===== src/source/conv_pkg.sv =====
`default_nettype none

package conv_pkg;

	localparam int act_bits = 12;
	localparam int param_bits = 8;
	localparam int ch_num = 4;
	localparam int oc_num = 4;
	localparam int kernel_dim = 3;
	localparam int in_dim = 8;
	localparam int out_dim = 6;
	localparam int bank_depth = 4;
	localparam int bank_addr_bits = $clog2(bank_depth);
	localparam int block_pitch = 2; // words per block-row inside one bank
	localparam int lanes_per_word = 4;
	localparam int word_bits = ch_num * lanes_per_word * act_bits;
	localparam int mask_bits = ch_num * lanes_per_word;
	localparam int weight_addr_bits = 4;
	localparam int bias_addr_bits = 2;

	localparam int taps = kernel_dim * kernel_dim;
	localparam int win_taps = ch_num * taps;
	localparam int pos_bits = $clog2(out_dim);
	localparam int ch_bits = $clog2(ch_num); // input and output channel index
	localparam int blk_bits = $clog2(in_dim / 2);
	localparam int slot_bits = $clog2(mask_bits);
	localparam int prod_bits = act_bits + param_bits;
	localparam int sum_bits = prod_bits + $clog2(win_taps) + 1; // 36 products plus bias

	localparam int frac_shift = 7;
	localparam int act_max = 2047;

	typedef logic [word_bits-1:0] act_word_t;
	typedef logic [taps*param_bits-1:0] weight_word_t; // tap 0 in the top byte
	typedef logic signed [param_bits-1:0] bias_t;
	typedef logic signed [act_bits-1:0] act_t;

	typedef enum logic [2:0] {st_idle, st_load, st_compute, st_drain, st_done} seq_state_t;

	// slot 0 (channel 0, lane 0) sits in the top bits, mask bit order is the same
	function automatic int slot_lsb(input int slot);
		return word_bits - (slot + 1) * act_bits;
	endfunction

	function automatic logic [bank_addr_bits-1:0] block_addr(input logic [blk_bits-1:0] br,
			input logic [blk_bits-1:0] bc);
		return bank_addr_bits'((br >> 1) * block_pitch + (bc >> 1));
	endfunction

endpackage

`default_nettype wire


===== src/source/result_writer.sv =====
`timescale 1ns/1ps
`default_nettype none

module result_writer import conv_pkg::*; (
	input  logic clk,
	input  logic rst_n,
	input  logic res_valid,
	input  act_t result,
	input  logic [pos_bits-1:0] res_row,
	input  logic [pos_bits-1:0] res_col,
	input  logic [ch_bits-1:0] res_ch,
	output logic out_wen0,
	output logic out_wen1,
	output logic out_wen2,
	output logic out_wen3,
	output logic [bank_addr_bits-1:0] out_waddr,
	output logic [mask_bits-1:0] out_wordmask,
	output act_word_t out_wdata
);

	logic [1:0] bank_sel;
	logic [1:0] lane;
	logic [slot_bits-1:0] slot;
	logic [3:0] wen_next;
	logic [mask_bits-1:0] mask_next;
	act_word_t wdata_next;

	assign bank_sel = {res_row[1], res_col[1]}; // parity of the block row and column
	assign lane = {res_row[0], res_col[0]};
	assign slot = slot_bits'(res_ch * lanes_per_word + lane);

	always_comb begin
		wen_next = '1;
		mask_next = '1;
		wdata_next = '0;
		if (res_valid) begin
			wen_next[bank_sel] = 1'b0;
			mask_next[mask_bits - 1 - int'(slot)] = 1'b0;
		end
		wdata_next[slot_lsb(int'(slot)) +: act_bits] = result;
	end

	always_ff @(posedge clk) begin
		if (!rst_n) begin
			{out_wen3, out_wen2, out_wen1, out_wen0} <= '1;
			out_wordmask <= '1;
		end else begin
			{out_wen3, out_wen2, out_wen1, out_wen0} <= wen_next;
			out_wordmask <= mask_next;
		end
	end

	always_ff @(posedge clk) begin
		out_waddr <= block_addr(blk_bits'(res_row >> 1), blk_bits'(res_col >> 1));
		out_wdata <= wdata_next;
	end

endmodule

`default_nettype wire


===== config.mk =====
export PLATFORM = sky130hd
export DESIGN_NAME = result_writer
export DESIGN_NICKNAME = d
export VERILOG_FILES = /design/src/source/conv_pkg.sv /design/src/source/result_writer.sv
export SDC_FILE = /design/constraint.sdc
export NUM_CORES = 1
export LEC_CHECK = 0
export BUFFER_PORTS_ARGS = -buffer_cell sky130_fd_sc_hd__buf_2
export CAP_MARGIN = 20
export CORE_UTILIZATION = 44
export DETAILED_ROUTE_END_ITERATION = 7
export GPL_ROUTABILITY_DRIVEN = 0
export PLACE_DENSITY_LB_ADDON = 0.1
export SETUP_SLACK_MARGIN = 0.3
export SLEW_MARGIN = 20
export SYNTH_ARGS = -nofsm -noshare
export SYNTH_HDL_FRONTEND = slang
export SYNTH_SLANG_ARGS = --single-unit

===== constraint.sdc =====
create_clock -name clk -period 13.6 [get_ports clk]
set_input_delay 3.4 -clock clk [delete_from_list [all_inputs] [get_ports clk]]
set_output_delay 3.4 -clock clk [all_outputs]
set_load 0.02 [all_outputs]

Word level (Yosys, flattened, before mapping)
Index checks and enable logic that the tools add are counted.
{"block": "op_classes", "reduce_logical": 3, "mux": 4, "n_lt_le_gt_ge": 4, "mul": 1, "add_sub_neg": 6, "shifts": 2, "n_bitwise": 3}
{"op": "192-bit bitwise AND", "count": 1}
{"op": "12-bit by 33-bit variable shift with 192-bit output (first input constant)", "count": 1}
{"op": "12-bit by 33-bit indexed part select with 192-bit output", "count": 1}
{"op": "10-bit negator with 33-bit output", "count": 1}
{"op": "16-bit inverter", "count": 1}
{"op": "8-bit by 9-bit subtractor with 10-bit output (first input constant)", "count": 1}
{"op": "5-bit by 2-bit multiplier with 7-bit output (second input constant)", "count": 1}
{"op": "5-bit by 6-bit less-than comparator with 1-bit output (second input constant)", "count": 1}
{"op": "4-bit by 1-bit adder with 5-bit output (second input constant)", "count": 1}
{"op": "5-bit by 1-bit >= comparator with 1-bit output (second input constant)", "count": 1}
{"op": "4-bit by 4-bit subtractor with 5-bit output (first input constant)", "count": 1}
{"op": "4-bit by 2-bit adder with 4-bit output", "count": 1}
{"op": "1-bit demux with 4-bit select", "count": 1}
{"op": "4-bit inverter", "count": 1}
{"op": "2-bit by 3-bit less-than comparator with 1-bit output (second input constant)", "count": 1}
{"op": "2-bit by 1-bit adder with 2-bit output", "count": 1}
{"op": "1-bit demux with 2-bit select", "count": 1}
{"op": "2-bit by 1-bit >= comparator with 1-bit output (second input constant)", "count": 1}
{"op": "1-bit logical AND", "count": 2}
{"op": "1-bit two-way mux", "count": 2}
{"op": "2-bit AND reduction", "count": 1}
{"block": "totals", "in_bits": 23, "regBits": 214, "output_inout_bits": 214}

Depth between registers and ports, before layout
{"block": "logic_depth", "depth_word": 7, "depth_mapped": 19, "mapped_depth_nobuf": 13}

Worst setup path after synthesis
No wires, ideal clock.
{"block": "synth_path", "path_kind": "input to register", "start": "input res_col[0]", "end": "register out_wdata[160]", "arrival_time_ns": 7.259, "path_stages": 18, "setup_ns": 0.078, "slack_ns": 6.263, "path_buffers": 7, "t_required_ns": 13.522, "cell_sequence": "buf_2 buf_1 clkbuf_1 buf_1 nand3_1 xnor2_1 ha_1 or2_1 a21oi_4 nor3_2 mux2i_1 o21a_1 or2_1 buf_6 or3_1 buf_2 buf_6 nor3_1"}
{"block": "synth_via", "elab_chain_cells": 7, "elab_cells_between_ends": 8}
{"element": "start: declaration", "line": "result_writer.sv:10", "source": "input logic [pos_bits-1:0] res_col,"}
{"element": "4-bit by 2-bit adder with 4-bit output (*)", "line": "result_writer.sv:30", "source": "assign slot = slot_bits'(res_ch * lanes_per_word + lane);"}
{"element": "4-bit by 1-bit adder with 5-bit output (*)", "line": "conv_pkg.sv:42", "source": "return word_bits - (slot + 1) * act_bits;"}
{"element": "5-bit by 2-bit multiplier with 7-bit output (*)", "line": "conv_pkg.sv:42"}
{"element": "8-bit by 9-bit subtractor with 10-bit output (*)", "line": "conv_pkg.sv:42"}
{"element": "10-bit negator with 33-bit output (*)", "line": "result_writer.sv:40", "source": "wdata_next[slot_lsb(int'(slot)) +: act_bits] = result;"}
{"element": "12-bit by 33-bit indexed part select with 192-bit output / 12-bit by 33-bit variable shift with 192-bit output (equally long branches)", "line": "result_writer.sv:40"}
{"element": "192-bit bitwise AND (no source line) (*)"}
{"element": "net wdata_next[160]", "line": "result_writer.sv:26", "source": "act_word_t wdata_next;"}
{"element": "end signal: assignment", "line": "result_writer.sv:55", "source": "out_wdata <= wdata_next;"}
{"element": "end: declaration", "line": "result_writer.sv:18", "source": "output act_word_t out_wdata"}
Mark *: on every way through the listed nets, which the timed path passes. The rest lies on a longest branch.
A chain may end at the register's enable or synchronous reset.

Worst setup path in the final report
{"block": "layout_path", "start": "input res_col[0]", "end": "register out_wdata[173]"}
The elaborated chain is that of the path after synthesis.

==> flow_summary_export.csv <==
group,metric,value,unit
run_status,outcome,"completed",
routing,first_pass_iters,5,
sta,hold_slack,3.00,ns
pwr,p_int,1.08,mW
pwr,cellLeakagePower,4.28,nW
yosys,synthDistinctLibCells,65,
global_route,grt.total_usage,23.9,%
routing,drc,0,
sta,setup_viol,0,
pwr,p_seq_share,42.1,%
floorplanning,die_x,135,um
worst_setup_path,cpMaxStageDelayCell,"or3_2",
placement,numPortBuffers,236,
routing,drt.antenna.violating_nets,0,
hold_path,hp-start,"res_col[2]",
routing,drtIter0Drc,456,
final_layout,final_area,9820,um^2
pwr,peakVddDrop,0.0920,mV
floorplanning,start_util,45.1,%
clocking,cts_buffer_depth,3,
yosys,ys_ff_latch,214,
worst_setup_path,worstPathCellList,"buf_2 -> ha_1 -> nand3_1 -> inv_1 -> ha_1 -> o21ai_0 -> nor2_2 -> nor3_2 -> mux2i_1 -> o21a_1 -> or2_1 -> or3_2 -> buf_12 -> nor3_1",
floorplanning,fp-row-count,48,
yosys,syn_avg_cell_area,9.12,um^2
clocking,cts-resized-gates,0,
worst_setup_path,critPathLaunchType,"input pin",
yosys,yosys_most_used_dff,"dfxtp_1",
clocking,clk_pin_slew,0.06,ns
sta,fmax,125,MHz
yosys,synth_area,7830,um^2
hold_path,whs_endpoint,"out_waddr[0]$_DFF_P_",
sta,fin_crit,8.02,ns
yosys,syn_nets,890,
yosys,synth_cells,858,
clocking,postCtsSetupBuffers,0,
final_layout,layout_commonest_cell,"buf_2",
global_route,grt_max_degree,57,
sta,setup_tns,0,ns
yosys,synth-warning-count,0,
final_layout,layout_common_cells,"buf_2 (236), dfxtp_1 (214), nor2_1 (131)",
pwr,pwr-share-comb,19.7,%
clocking,root_buffer,"clkbuf_16",
hold_path,min_path_type,"in2reg",
clocking,hold_buffers,0,
final_layout,antennaDiodeCount,0,
global_route,grt_pass1_wl,34.3,mm
worst_setup_path,arrival,8.42,ns
pwr,p_sw,464,uW
pwr,switching_share,30.1,%
yosys,ys_seq_area_share,54.7,%
floorplanning,io_pins,237,
yosys,synth_edf_count,0,
routing,vias_per_cell,5.36,
routing,wl,22.8,mm
worst_setup_path,cpMostUsedCell,"ha_1",
final_layout,area_growth_syn_to_layout,25.5,%
floorplanning,die_area,18300,um^2
floorplanning,die_h,135,um
sta,finalHoldViolations,0,
sta,period_share,59.0,%
pwr,power.density,157,nW/um^2
worst_setup_path,slowest_delay,0.71,ns
worst_setup_path,crit_fanout,51,
global_route,first_global_vias,6320,
placement,dpl.hpwl,15.8,mm
yosys,synthArstFlopShare,0,%
worst_setup_path,crit_required,13.99,ns
pwr,clock_power_share,38.2,%
global_route,antenna_found_initial,0,
clocking,numCtsBuffers,22,
sta,worstMarginPinSlew,1.02,ns
hold_path,hold_path_depth,1,
worst_setup_path,critPathKind,"in2reg",
global_route,grt_overflow,0,
clocking,cts.sinks,214,
final_layout,drive_above_1_share,29.4,%
final_layout,fin_nets,1095,
floorplanning,core-area,17400,um^2
sta,drv_slew,0,
clocking,cts_max_level,1,
sta,rsz0062_at_grt,"false",
placement,place_area,9060,um^2
worst_setup_path,cp-end-kind,"flop",
routing,wl_per_cell,17.5,um
run,max-cap-violations,0,
clocking,cts_tree,"yes",
routing,vias,6979,
sta,relSlewSlack,31.2,%
## power groups by stage
stage	Sequential, mW	Combinational [mW]	Clock [mW]
2_1_floorplan	0.683	0.198	0
3_3_place_gp	0.662	0.295	0
3_5_place_dp	0.662	0.294	0
4_1_cts	0.648	0.296	0.600
5_1_grt	0.649	0.327	0.625
6_report	0.648	0.303	0.589
## state kept, by name, summed over array words and instances, names as in the netlist
register,count
out_wordmask,16
out_wen1,1
out_waddr,2
out_wdata,192
out_wen2,1
out_wen0,1
out_wen3,1
## per-layer routing
layer,track usage (%),routed length (um),vias up
met5,0,0,-
met4,7.55,506,0
met3,3.55,1510,47
met2,38.6,10500,283
met1,32.8,10300,3267
li1,-,-,3382
## final cells by class
cell class | count | area, um^2
clock buffer | 36 | 714
clock inverter | 3 | 17.5
fill | 1658 | 7530
inverter | 8 | 30.0
multi-input combinational | 570 | 3220
sequential | 214 | 4280
tap | 225 | 282
timing repair buffer | 247 | 1270
## metrics by stage
| stage | setup slack, ns | util, % | total power [mW] | std cells |
|---|---|---|---|---|
| 3_3_place_gp | 5.03 | 52.2 | 0.957 | 1261 |
| 2_1_floorplan | 6.26 | - | 0.880 | 858 |
| 4_1_cts | 5.30 | 56.4 | 1.54 | 1300 |
| 6_report | 5.58 | 56.6 | 1.54 | 1303 |
| 3_5_place_dp | 4.87 | 52.2 | 0.956 | 1261 |
| 5_1_grt | 5.22 | 56.6 | 1.60 | 1303 |
## synth_stat cells (3+ instances only)
| master | number | area, um^2 |
|---|---|---|
| or3_1 | 6 | 37.5 |
| o22a_1 | 3 | 26.3 |
| nor3b_1 | 4 | 30.0 |
| nor2_1 | 131 | 492 |
| ha_1 | 9 | 113 |
| nand3b_1 | 3 | 22.5 |
| nor3_2 | 11 | 110 |
| o21a_1 | 3 | 22.5 |
| inv_1 | 8 | 30.0 |
| a22oi_1 | 8 | 60.1 |
| nor3_1 | 85 | 425 |
| o21ai_0 | 24 | 120 |
| nand3_1 | 34 | 170 |
| a22o_1 | 4 | 35.0 |
| and3_1 | 10 | 62.6 |
| buf_2 | 22 | 110 |
| nand2_1 | 71 | 267 |
| nor4_1 | 6 | 37.5 |
| o22ai_1 | 6 | 37.5 |
| a21oi_1 | 27 | 135 |
| a32oi_1 | 7 | 61.3 |
| buf_1 | 5 | 18.8 |
| nand4_1 | 21 | 131 |
| xnor2_1 | 6 | 52.6 |
| dfxtp_1 | 214 | 4280 |
| mux2_2 | 3 | 33.8 |
| buf_6 | 4 | 45.0 |
| nand2b_1 | 3 | 18.8 |
| nor2b_1 | 9 | 56.3 |
| a211oi_1 | 3 | 22.5 |
| clkbuf_1 | 35 | 131 |
| or2_2 | 9 | 56.3 |
| and2_1 | 5 | 31.3 |
| mux2i_1 | 10 | 100 |
| a31oi_1 | 9 | 56.3 |
## critical path, delay by kind of cell
family / cells / cell delay (ns)
muxes: 1 / 0.15
buffers and inverters: 3 / 1.34
adders and majority gates: 2 / 0.91
AOI/OAI and AO/OA: 2 / 0.48
and+or+nand+nor: 6 / 2.08
## cells by family (layout without fill, tap and decap cells)
family	count (synthesis)	in the layout	share of synthesized area (%)
buffers and inverters	74	294	4.28
AND/OR/NAND/NOR	420	420	26.3
multiplexers	13	13	1.71
AO/OA/AOI/OAI	119	119	10.4
adder cells (fa/ha/maj)	9	9	1.44
flip-flops	214	214	54.7
XOR/XNOR	9	9	1.10
## worst max path at each step
stage,end,cells past startpoint,slack [ns],from
finish,out_wdata[173]$_DFF_P_,14,5.58,res_col[0]
global route,out_wdata[158]$_DFF_P_,14,5.22,res_col[0]
CTS,out_wdata[178]$_DFF_P_,13,5.30,res_col[0]
detailed placement,out_wdata[158]$_DFF_P_,13,4.87,res_col[0]
global placement,out_wdata[145]$_DFF_P_,12,5.03,res_col[0]
floorplan,out_wdata[160]$_DFF_P_,18,6.26,res_col[0]
(Power assumes the default switching activity.)
