[src/source/conv_pkg.sv]
`default_nettype none

package conv_pkg;

	localparam int act_bits = 12;
	localparam int param_bits = 8;
	localparam int ch_num = 4;
	localparam int oc_num = 4;
	localparam int kernel_dim = 3;
	localparam int in_dim = 8;
	localparam int out_dim = 6;
	localparam int bank_depth = 4;
	localparam int bank_addr_bits = $clog2(bank_depth);
	localparam int block_pitch = 2; // words per block-row inside one bank
	localparam int lanes_per_word = 4;
	localparam int word_bits = ch_num * lanes_per_word * act_bits;
	localparam int mask_bits = ch_num * lanes_per_word;
	localparam int weight_addr_bits = 4;
	localparam int bias_addr_bits = 2;

	localparam int taps = kernel_dim * kernel_dim;
	localparam int win_taps = ch_num * taps;
	localparam int pos_bits = $clog2(out_dim);
	localparam int ch_bits = $clog2(ch_num); // input and output channel index
	localparam int blk_bits = $clog2(in_dim / 2);
	localparam int slot_bits = $clog2(mask_bits);
	localparam int prod_bits = act_bits + param_bits;
	localparam int sum_bits = prod_bits + $clog2(win_taps) + 1; // 36 products plus bias

	localparam int frac_shift = 7;
	localparam int act_max = 2047;

	typedef logic [word_bits-1:0] act_word_t;
	typedef logic [taps*param_bits-1:0] weight_word_t; // tap 0 in the top byte
	typedef logic signed [param_bits-1:0] bias_t;
	typedef logic signed [act_bits-1:0] act_t;

	typedef enum logic [2:0] {st_idle, st_load, st_compute, st_drain, st_done} seq_state_t;

	// slot 0 (channel 0, lane 0) sits in the top bits, mask bit order is the same
	function automatic int slot_lsb(input int slot);
		return word_bits - (slot + 1) * act_bits;
	endfunction

	function automatic logic [bank_addr_bits-1:0] block_addr(input logic [blk_bits-1:0] br,
			input logic [blk_bits-1:0] bc);
		return bank_addr_bits'((br >> 1) * block_pitch + (bc >> 1));
	endfunction

endpackage

`default_nettype wire

[src/source/conv_sequencer.sv]
`timescale 1ns/1ps
`default_nettype none

module conv_sequencer import conv_pkg::*; (
	input  logic clk,
	input  logic rst_n,
	input  logic start_req,
	output logic start_ack,
	output logic [bank_addr_bits-1:0] act_raddr0,
	output logic [bank_addr_bits-1:0] act_raddr1,
	output logic [bank_addr_bits-1:0] act_raddr2,
	output logic [bank_addr_bits-1:0] act_raddr3,
	output logic [weight_addr_bits-1:0] weight_raddr,
	output logic [bias_addr_bits-1:0] bias_raddr,
	output logic issue_valid,
	output logic [pos_bits-1:0] issue_row,
	output logic [pos_bits-1:0] issue_col,
	output logic [ch_bits-1:0] issue_ch,
	output logic wload_en,
	output logic [ch_bits-1:0] wload_idx,
	output logic bload_en,
	input  logic res_valid
);

	seq_state_t state;
	logic [2:0] load_cnt; // 0..3 weights, 4 bias
	logic [pos_bits-1:0] row;
	logic [pos_bits-1:0] col;
	logic [ch_bits-1:0] oc;
	logic [2:0] in_flight; // issued pixels not yet out of the mac
	logic issue;
	logic last_col;
	logic last_pos;
	logic [blk_bits-1:0] blk_r;
	logic [blk_bits-1:0] blk_c;
	logic [blk_bits-1:0] br_even;
	logic [blk_bits-1:0] br_odd;
	logic [blk_bits-1:0] bc_even;
	logic [blk_bits-1:0] bc_odd;

	assign issue = (state == st_compute);
	assign last_col = (col == pos_bits'(out_dim - 1));
	assign last_pos = last_col && (row == pos_bits'(out_dim - 1));

	// the window spans block rows blk_r and blk_r+1, so one of each parity
	assign blk_r = blk_bits'(row >> 1);
	assign blk_c = blk_bits'(col >> 1);
	assign br_even = blk_r[0] ? blk_r + 1'b1 : blk_r;
	assign br_odd = blk_r[0] ? blk_r : blk_r + 1'b1;
	assign bc_even = blk_c[0] ? blk_c + 1'b1 : blk_c;
	assign bc_odd = blk_c[0] ? blk_c : blk_c + 1'b1;

	assign act_raddr0 = block_addr(br_even, bc_even);
	assign act_raddr1 = block_addr(br_even, bc_odd);
	assign act_raddr2 = block_addr(br_odd, bc_even);
	assign act_raddr3 = block_addr(br_odd, bc_odd);

	assign weight_raddr = weight_addr_bits'(oc * ch_num + load_cnt[ch_bits-1:0]);
	assign bias_raddr = bias_addr_bits'(oc);

	always_ff @(posedge clk) begin
		if (!rst_n) begin
			state <= st_idle;
			load_cnt <= '0;
			row <= '0;
			col <= '0;
			oc <= '0;
			start_ack <= 1'b0;
		end else begin
			case (state)
				st_idle: begin
					load_cnt <= '0;
					row <= '0;
					col <= '0;
					oc <= '0;
					if (start_req && !start_ack)
						state <= st_load;
				end
				st_load: begin
					if (load_cnt == 3'(ch_num)) begin // bias read, last load cycle
						load_cnt <= '0;
						state <= st_compute;
					end else begin
						load_cnt <= load_cnt + 1'b1;
					end
				end
				st_compute: begin
					if (last_col) begin
						col <= '0;
						row <= row + 1'b1;
					end else begin
						col <= col + 1'b1;
					end
					if (last_pos) begin
						row <= '0;
						oc <= oc + 1'b1;
						state <= (oc == ch_bits'(oc_num - 1)) ? st_drain : st_load;
					end
				end
				st_drain: begin
					if (in_flight == '0) begin
						start_ack <= 1'b1;
						state <= st_done;
					end
				end
				st_done: begin
					if (!start_req) begin
						start_ack <= 1'b0;
						state <= st_idle;
					end
				end
				default: state <= st_idle;
			endcase
		end
	end

	always_ff @(posedge clk) begin
		if (!rst_n) begin
			in_flight <= '0;
		end else begin
			case ({issue, res_valid})
				2'b10: in_flight <= in_flight + 1'b1;
				2'b01: in_flight <= in_flight - 1'b1;
				default: in_flight <= in_flight;
			endcase
		end
	end

	// control lines one cycle behind the addresses, aligned with read data
	always_ff @(posedge clk) begin
		if (!rst_n) begin
			issue_valid <= 1'b0;
			wload_en <= 1'b0;
			bload_en <= 1'b0;
		end else begin
			issue_valid <= issue;
			wload_en <= (state == st_load) && (load_cnt < 3'(ch_num));
			bload_en <= (state == st_load) && (load_cnt == 3'(ch_num));
		end
	end

	always_ff @(posedge clk) begin
		issue_row <= row;
		issue_col <= col;
		issue_ch <= oc;
		wload_idx <= load_cnt[ch_bits-1:0];
	end

endmodule

`default_nettype wire

[config.mk]
export PLATFORM = sky130hd
export DESIGN_NAME = conv_sequencer
export DESIGN_NICKNAME = d
export VERILOG_FILES = /design/src/source/conv_pkg.sv /design/src/source/conv_sequencer.sv
export SDC_FILE = /design/constraint.sdc
export NUM_CORES = 1
export LEC_CHECK = 0
export BUFFER_PORTS_ARGS = -buffer_cell sky130_fd_sc_hd__buf_2
export CORE_MARGIN = 3
export CORE_UTILIZATION = 40
export CTS_CLUSTER_SIZE = 40
export DETAILED_ROUTE_END_ITERATION = 10
export REMOVE_ABC_BUFFERS = 1
export SLEW_MARGIN = 20
export SYNTH_ARGS = -nofsm -noshare
export SYNTH_HDL_FRONTEND = slang
export SYNTH_SLANG_ARGS = --single-unit
[constraint.sdc]
create_clock -name clk -period 4.2 [get_ports clk]
set_clock_uncertainty 0.1 [all_clocks]
set_input_delay 0.84 -clock clk [delete_from_list [all_inputs] [get_ports clk]]
set_output_delay 0.84 -clock clk [all_outputs]
set_load 0.005 [all_outputs]
* Word-level counts from Yosys, hierarchy flattened *
Index checks and enable logic that the tools add are counted.

storage, ports and cells
  register bits = 31
  input bits = 4
  output and inout port bits = 28
  word-level logic and storage cells = 83

operators by class
  add/subtract/negate cells = 13
  order comparisons = 1
  equality and inequality tests = 16
  muxes and demuxes = 24
  reduce and logical (&&, ||, !) cells = 15

operators by type and width
  kind                                               count
  2-to-1 mux 3 bit                                   9
  one-hot mux 3 bit (2 select lines)                 4
  one-hot mux 3 bit (5 select lines)                 1
  adder 3 x 1 -> 3 bit (second input constant)       4
  == test 3 bit (second input constant)              4
  2-to-1 mux 2 bit                                   6
  adder 2 x 1 -> 2 bit                               4
  != test 2 bit (second input constant)              4
  nonzero test 2 bit                                 4
  adder 2 x 1 -> 2 bit (second input constant)       3
  == test 3 x 2 -> 1 bit (second input constant)     2
  zero test 3 bit                                    2
  AND reduction 5 bit                                1
  adder 4 x 2 -> 4 bit                               1
  == test 2 bit (second input constant)              2
  logical AND 1 bit                                  4
  one-hot mux 2 bit (2 select lines)                 1
  AND reduction 2 bit                                2
  == test 3 x 1 -> 1 bit (second input constant)     1
  < comparator 3 bit (second input constant)         1
  != test 3 x 1 -> 1 bit (second input constant)     1
  AND reduction 3 bit                                1
  subtractor 3 x 1 -> 3 bit (second input constant)  1
  == test 2 x 1 -> 1 bit (second input constant)     1
  other kinds (4)                                    5

* Longest topological paths before layout *
Gate-level depths: netlist of run 1.

  depth after elaboration = 4
  depth in mapped cells = 9

* Least setup slack after synthesis of run 1 *
Ideal clock, no wire load.

  path kind = input-to-reg
  start = input res_valid
  end = register in_flight[2]
  library setup time = 0.071 ns
  arrival time = 1.975 ns
  path slack = 2.055 ns
  stages on the path = 6
  path buffers = 0
  cells stage by stage = ha_1 -> inv_1 -> fa_1 -> xor2_1 -> or3_1 -> a21oi_1

on the way
  longest elaborated chain between the ends = 2
  elaborated cells on any way between the ends = 4
  those cells by class = eq/ne (2); mux (1); reduce/logical (1)

RTL lines
  element                                                                   RTL line               RTL
  start: declaration                                                        conv_sequencer.sv:22   input logic res_valid
  == test 2 x 1 -> 1 bit or == test 2 bit (tied branches)                   conv_sequencer.sv:121  case ({issue, res_valid})
  one-hot mux 3 bit (2 select lines) or nonzero test 2 bit (tied branches)  -
  end signal: assignment                                                    conv_sequencer.sv:122  2'b10: in_flight <= in_flight + 1'b1;
  end signal: assignment                                                    conv_sequencer.sv:123  2'b01: in_flight <= in_flight - 1'b1;
  end signal: assignment                                                    conv_sequencer.sv:124  default: in_flight <= in_flight;
  end: declaration                                                          conv_sequencer.sv:30   logic [2:0] in_flight;

Several ways; a longest one is shown, not always the timed one.
A chain may end at the register's enable or synchronous reset.

* Worst setup path after layout of run 1 *
  start = register state[1]
  end = register in_flight[2]

on the way
  longest elaborated chain between the ends = 3
  elaborated cells on any way between the ends = 5
  those cells by class = eq/ne (3); mux (1); reduce/logical (1)

RTL lines
  element                                                                   RTL line               RTL
  start: declaration                                                        conv_sequencer.sv:25   seq_state_t state;
  start signal: assignment                                                  conv_sequencer.sv:63   state <= st_idle;
  start signal: assignment                                                  conv_sequencer.sv:77   state <= st_load;
  start signal: assignment                                                  conv_sequencer.sv:82   state <= st_compute;
  == test 3 x 2 -> 1 bit *                                                  conv_sequencer.sv:41   assign issue = (state == st_compute);
  == test 2 x 1 -> 1 bit or == test 2 bit (tied branches)                   conv_sequencer.sv:121
  one-hot mux 3 bit (2 select lines) or nonzero test 2 bit (tied branches)  -

Every way passes the cells marked *; elsewhere a longest branch is shown, timed or not.

==> flow_summary.ini, run 1 <==
[final_layout]
stdcell_area_mm2 = 0.00166
fin_nets = 195
drive_above_1_share = 0.238
fill_cells = 348
areaGrowthSynthToFinish_pct = 13.4
num_antenna_cells = 0

[global_routing]
grt_pass1_vias = 1057
antenna_found_initial = 0
gr-usage-all-layers = 0.143
grt_max_degree = 24
grt_pass1_wl_um = 4830
grt-ovfl-total = 0

[drt]
routed_wl_um = 2860
drc = 0
final_antenna_net_count = 0
highest_layer = met4
wire_per_inst_um = 12.6
dr_wl_met2_um = 1320
vias_per_cell = 5.21
drt-met1-wl_um = 1320
met3_length_um = 174
drt_pass1_iterations = 4
drt-initial-drc-count = 23
via_count = 1183

[floorplan]
die_w_um = 66.5
rows = 21
io_pins = 32
coreArea_mm2 = 0.00342
dieHeight_um = 66.5
start_util = 0.428
dieArea_mm2 = 0.00442

[worst_setup_path]
worstPathMaxFanout = 23
required_ns = 4.37
endpoint_kind = flop
start_kind = flop
worst-r2r-cell-count = 7
crit_type = reg2reg
cp_data_arrival_time_ns = 2.60

[clocking]
cts_max_path_buffers = 2
clk_latency_ns = 0.33
cts_resized = 0
path_clk_slew_ns = 0.10
h-tree-depth = 2
cts-root-buf = clkbuf_4
cts_setup_buffers = 0
cts_made_buffers = 5
clock_sinks = 31
cts_tree = done
postCtsHoldBufs = 0

[yosys]
async_flop_share = 0
syn_area_mm2 = 0.00146
synth-main-ff-cell = dfxtp_1
synth_seq_cells = 31
synth_edf_count = 0
synth_area_per_cell_um2 = 9.20
yosys_warnings = 0
ys_types = 46
syn_inst = 159
ys_seq_area_frac = 0.424

[sta]
maxSlewViolCount = 0
hold_viol = 0
finalSetupViolCount = 0
slew_headroom = 0.520
rsz0062_at_grt = no
fin_crit_sh = 0.578
worstMarginPinSlew_ns = 0.717
fmax_ghz = 0.412
min_period_ns = 2.43
tns_ns = 0

[flow_run]
drv_cap = 0

[place]
io_buffers = 31
place_area_mm2 = 0.00157
dp_hpwl_um = 2050
place.gp.congestion = 0.763

[min_path]
hp-class = reg2reg
whs_path_depth = 0

[run_status]
status = finished clean

[power]
p_per_area_mw_per_mm2 = 356
peakVddDrop_uv = 280
leakage_nw = 0.738
[critical path, stage by stage (launching register included)]
cell	delay (ns)
dfxtp_1	0.77
or3b_1	0.50
ha_1	0.24
inv_1	0.07
fa_1	0.17
xor2_1	0.07
or3_1	0.30
a21oi_1	0.14
[stage by stage]
step / power [W] / hold slack, ns / utilization / setup slack (ns) / cells
after floorplan: 0.000343 / 0.283 / - / 2.04 / 142
after global placement: 0.000356 / 0.289 / 0.460 / 1.86 / 219
after detailed placement: 0.000359 / 0.296 / 0.460 / 1.77 / 219
after CTS: 0.000598 / 0.308 / 0.486 / 1.76 / 227
after global routing: 0.000618 / 0.319 / 0.486 / 1.62 / 227
final: 0.000591 / 0.305 / 0.486 / 1.77 / 227
[final timing paths]
check         startpoint      endpoint  slack [ns]
min          load_cnt[1]  wload_idx[1]        0.30
max             state[1]  in_flight[2]        1.77
max reg2reg     state[1]  in_flight[2]        1.77
min reg2reg  load_cnt[1]  wload_idx[1]        0.30
[logic make-up (layout without fill, tap and decap cells)]
group | after synthesis | in the layout | synth area share
buf+inv | 29 | 51 | 0.101
fa+ha+maj | 11 | 11 | 0.0992
xor+xnor | 2 | 2 | 0.0120
flops | 31 | 31 | 0.424
simple gates | 51 | 51 | 0.194
mux | 2 | 2 | 0.0145
compound gates | 33 | 33 | 0.155
[power breakdown]
group	internal (W)	switching, W	leakage [nW]	total [W]
Sequential	0.000301	0.00000855	0.251	0.000310
Clock	0.000141	0.0000992	0.0482	0.000240
Combinational	0.0000163	0.0000251	0.439	0.0000414
Total	0.000458	0.000133	0.738	0.000591
[state kept, by name, indices dropped and copies added, names as in the netlist]
register,flops
row,3
state,3
bload_en,1
issue_col,3
start_ack,1
load_cnt,3
issue_valid,1
bias_raddr,2
in_flight,3
issue_row,3
issue_ch,2
wload_en,1
wload_idx,2
col,3
[layout make-up]
class	instances	area [um^2]	share of cell area
tap	46	57.6	0.0347
sequential	31	621	0.374
inverter	12	45.0	0.0271
clock inverter	2	35.0	0.0211
clock buffer	6	51.3	0.0309
timing repair buffer	31	155	0.0935
multi-input combinational	99	694	0.419
[placed cells by master (no fill, tap or decap), types with 3 or more instances in the layout]
cell,synthesis,layout
ha_1,10,10
nor2_1,11,11
o22ai_1,3,3
buf_2,0,31
nor2b_1,4,4
clkbuf_4,0,5
inv_1,12,12
a21oi_1,8,8
nand2_1,9,9
dfxtp_1,31,31
nor3_1,5,5
o21ai_0,5,5
[per-layer routing]
metal	track usage	up-vias
met1	0.173	555
li1	-	591
met4	0.0685	0
met5	0	-
met2	0.221	31
met3	0.0556	6
[cell usage after synthesis (2+ instances only)]
master     instances  area (um^2)
and3b_1            2         17.5
nor3_1             5         25.0
buf_4              8         60.1
or3_1              2         12.5
clkbuf_1           6         22.5
inv_1             12         45.0
nand2_1            9         33.8
o221ai_1           2         17.5
o21a_1             2         15.0
nor4b_1            2         17.5
and2_1             2         12.5
o21ai_0            5         25.0
xor2_1             2         17.5
ha_1              10          125
nand3_1            2         10.0
nand3b_1           2         15.0
nor2_1            11         41.3
or2_2              2         12.5
a21oi_1            8         40.0
dfxtp_1           31          621
a31oi_1            2         12.5
o22ai_1            3         18.8
or4_1              2         15.0
nor2b_1            4         25.0
o2111ai_1          2         17.5
Power figures use the tool's default switching activity.
==> run 2: changes to the inputs <==
==> constraint.sdc (replaced) <==
create_clock -name clk -period 2.05 [get_ports clk]
set_clock_uncertainty 0.1 [all_clocks]
set_input_delay 0.41 -clock clk [delete_from_list [all_inputs] [get_ports clk]]
set_output_delay 0.41 -clock clk [all_outputs]
set_load 0.005 [all_outputs]
==> run 2 against run 1 <==
Register-to-register slack worse by 1.6 ns. Critical path depth down 3. Non-clock buffer count increased by 6. Utilization is 1.4 points higher. Clock power is 110% higher. Sequential power is 100% higher. Design area grew 2.8%. Combinational power is 150% higher. Hold slack got worse by 0.027 ns. Final cell count grew 2.6%. First-iteration DRC count grew 130%. Clock-buffer cell count is the same.
==> flow_summary.ini, run 2 (same netlist as run 1, synthesis figures left out) <==
[final_layout]
final_util = 0.499
fin_cells = 233
fin_nets = 201
areaGrowthSynthToFinish_pct = 16.6
most-common-layout-cells = buf_2, dfxtp_1, inv_1
drive_above_1_share = 0.267
layout_commonest_cell = buf_2
num_antenna_cells = 0

[run_status]
status = finished clean

[global_routing]
grt-ovfl-total = 0
grt_pass1_wl_um = 5080
grt_pass1_vias = 1144
gr-usage-all-layers = 0.155
grt_max_degree = 23
antenna_found_initial = 0

[place]
place.gp.congestion = 0.809
dp.cells = 225
dp_hpwl_um = 2150
io_buffers = 31

[sta]
finalSetupViolCount = 0
min_period_ns = 1.94
worstMarginPinSlew_ns = 0.568
fin_crit_sh = 0.947
slew_headroom = 0.618
maxSlewViolCount = 0
fmax_ghz = 0.515
hold_viol = 0
hold_slack_ns = 0.278
rsz0062_at_grt = no
tns_ns = 0

[drt]
final_antenna_net_count = 0
wire_per_inst_um = 13.0
drc = 0
vias_per_cell = 5.24
drt_pass1_iterations = 4
via_count = 1220
drt-initial-drc-count = 54
routed_wl_um = 3040

[power]
leakage_nw = 0.768
fin_total_pwr_w = 0.00122
p_per_area_mw_per_mm2 = 718
peakVddDrop_uv = 545

[worst_setup_path]
cp_data_arrival_time_ns = 1.43
crit_type = reg2out
start_kind = flop
endpoint_kind = primary output
worst-r2r-cell-count = 7
worstPathMaxFanout = 5
required_ns = 1.54
r2r-start = state[0]
r2r_slack_ns = 0.13
rr_endpoint = in_flight[2]

[min_path]
hp-class = in2reg
worstHoldStart = start_req
min_delay_worst_endpoint = state[2]
whs_path_depth = 3

[flow_run]
drv_cap = 0

[clocking]
clock_sinks = 31
path_clk_slew_ns = 0.09
cts_max_path_buffers = 2
cts_made_buffers = 5
cts_tree = done
cts-root-buf = clkbuf_4
clk_latency_ns = 0.34
h-tree-depth = 2
cts_setup_buffers = 0

[floorplan]
rows = 21
dieHeight_um = 66.5
coreArea_mm2 = 0.00342
start_util = 0.428
dieArea_mm2 = 0.00442
die_w_um = 66.5
io_pins = 32
==> run 2: timing repair <==
action | 4_1_cts | 5_1_grt
endpoints found under the setup margin | 0 | 2
resized for setup | 0 | 1
hold buffers | 0 | 0
==> run 2: area by class of cell <==
class / instances / area, um^2
multi-input cells: 99 / 694
repair buffers: 37 / 200
fillers: 331 / 1710
flip-flops and latches: 31 / 622
well taps: 46 / 57.6
clock inverters: 2 / 35.0
clock buffers: 6 / 51.3
inverters: 12 / 45.0
==> run 2: how the worst max path moves through the flow <==
| stage | startpoint | end | slack [ns] | cells after the start |
|---|---|---|---|---|
| floorplan | state[1] | in_flight[2] | -0.11 | 7 |
| global placement | res_valid | in_flight[2] | 0.23 | 7 |
| detailed placement | res_valid | in_flight[2] | 0.13 | 7 |
| CTS | col[1] | act_raddr1[0] | 0.02 | 4 |
| global route | state[1] | in_flight[2] | 0.03 | 7 |
| finish | row[1] | act_raddr2[1] | 0.11 | 4 |
==> run 2: power breakdown <==
| part | internal [W] | switching, W | total [W] |
|---|---|---|---|
| combinational | 0.0000409 | 0.0000625 | 0.000103 |
| clock | 0.000288 | 0.000206 | 0.000494 |
| sequential | 0.000617 | 0.00000963 | 0.000627 |
| total | 0.000946 | 0.000278 | 0.00122 |
==> run 2: stage by stage <==
step                instance area (um^2)  setup WS [ns]
global route                        1710         0.0276
global placement                    1620          0.232
floorplan                           1360         -0.111
CTS                                 1700         0.0190
finish                              1710          0.110
detailed placement                  1620          0.135
==> run 2: worst max-delay path, cell delays in order, from the launching register on <==
cell,delay [ns]
dfxtp_1,0.41
inv_1,0.10
ha_1,0.19
or2_2,0.27
buf_2,0.13
==> run 2: metal layers <==
metal,share of wire,vias to the layer above,GRT usage
met5,0,-,0
met4,0.022,0,0.0838
met3,0.061,7,0.0405
met2,0.46,38,0.258
met1,0.46,568,0.179
li1,-,607,-
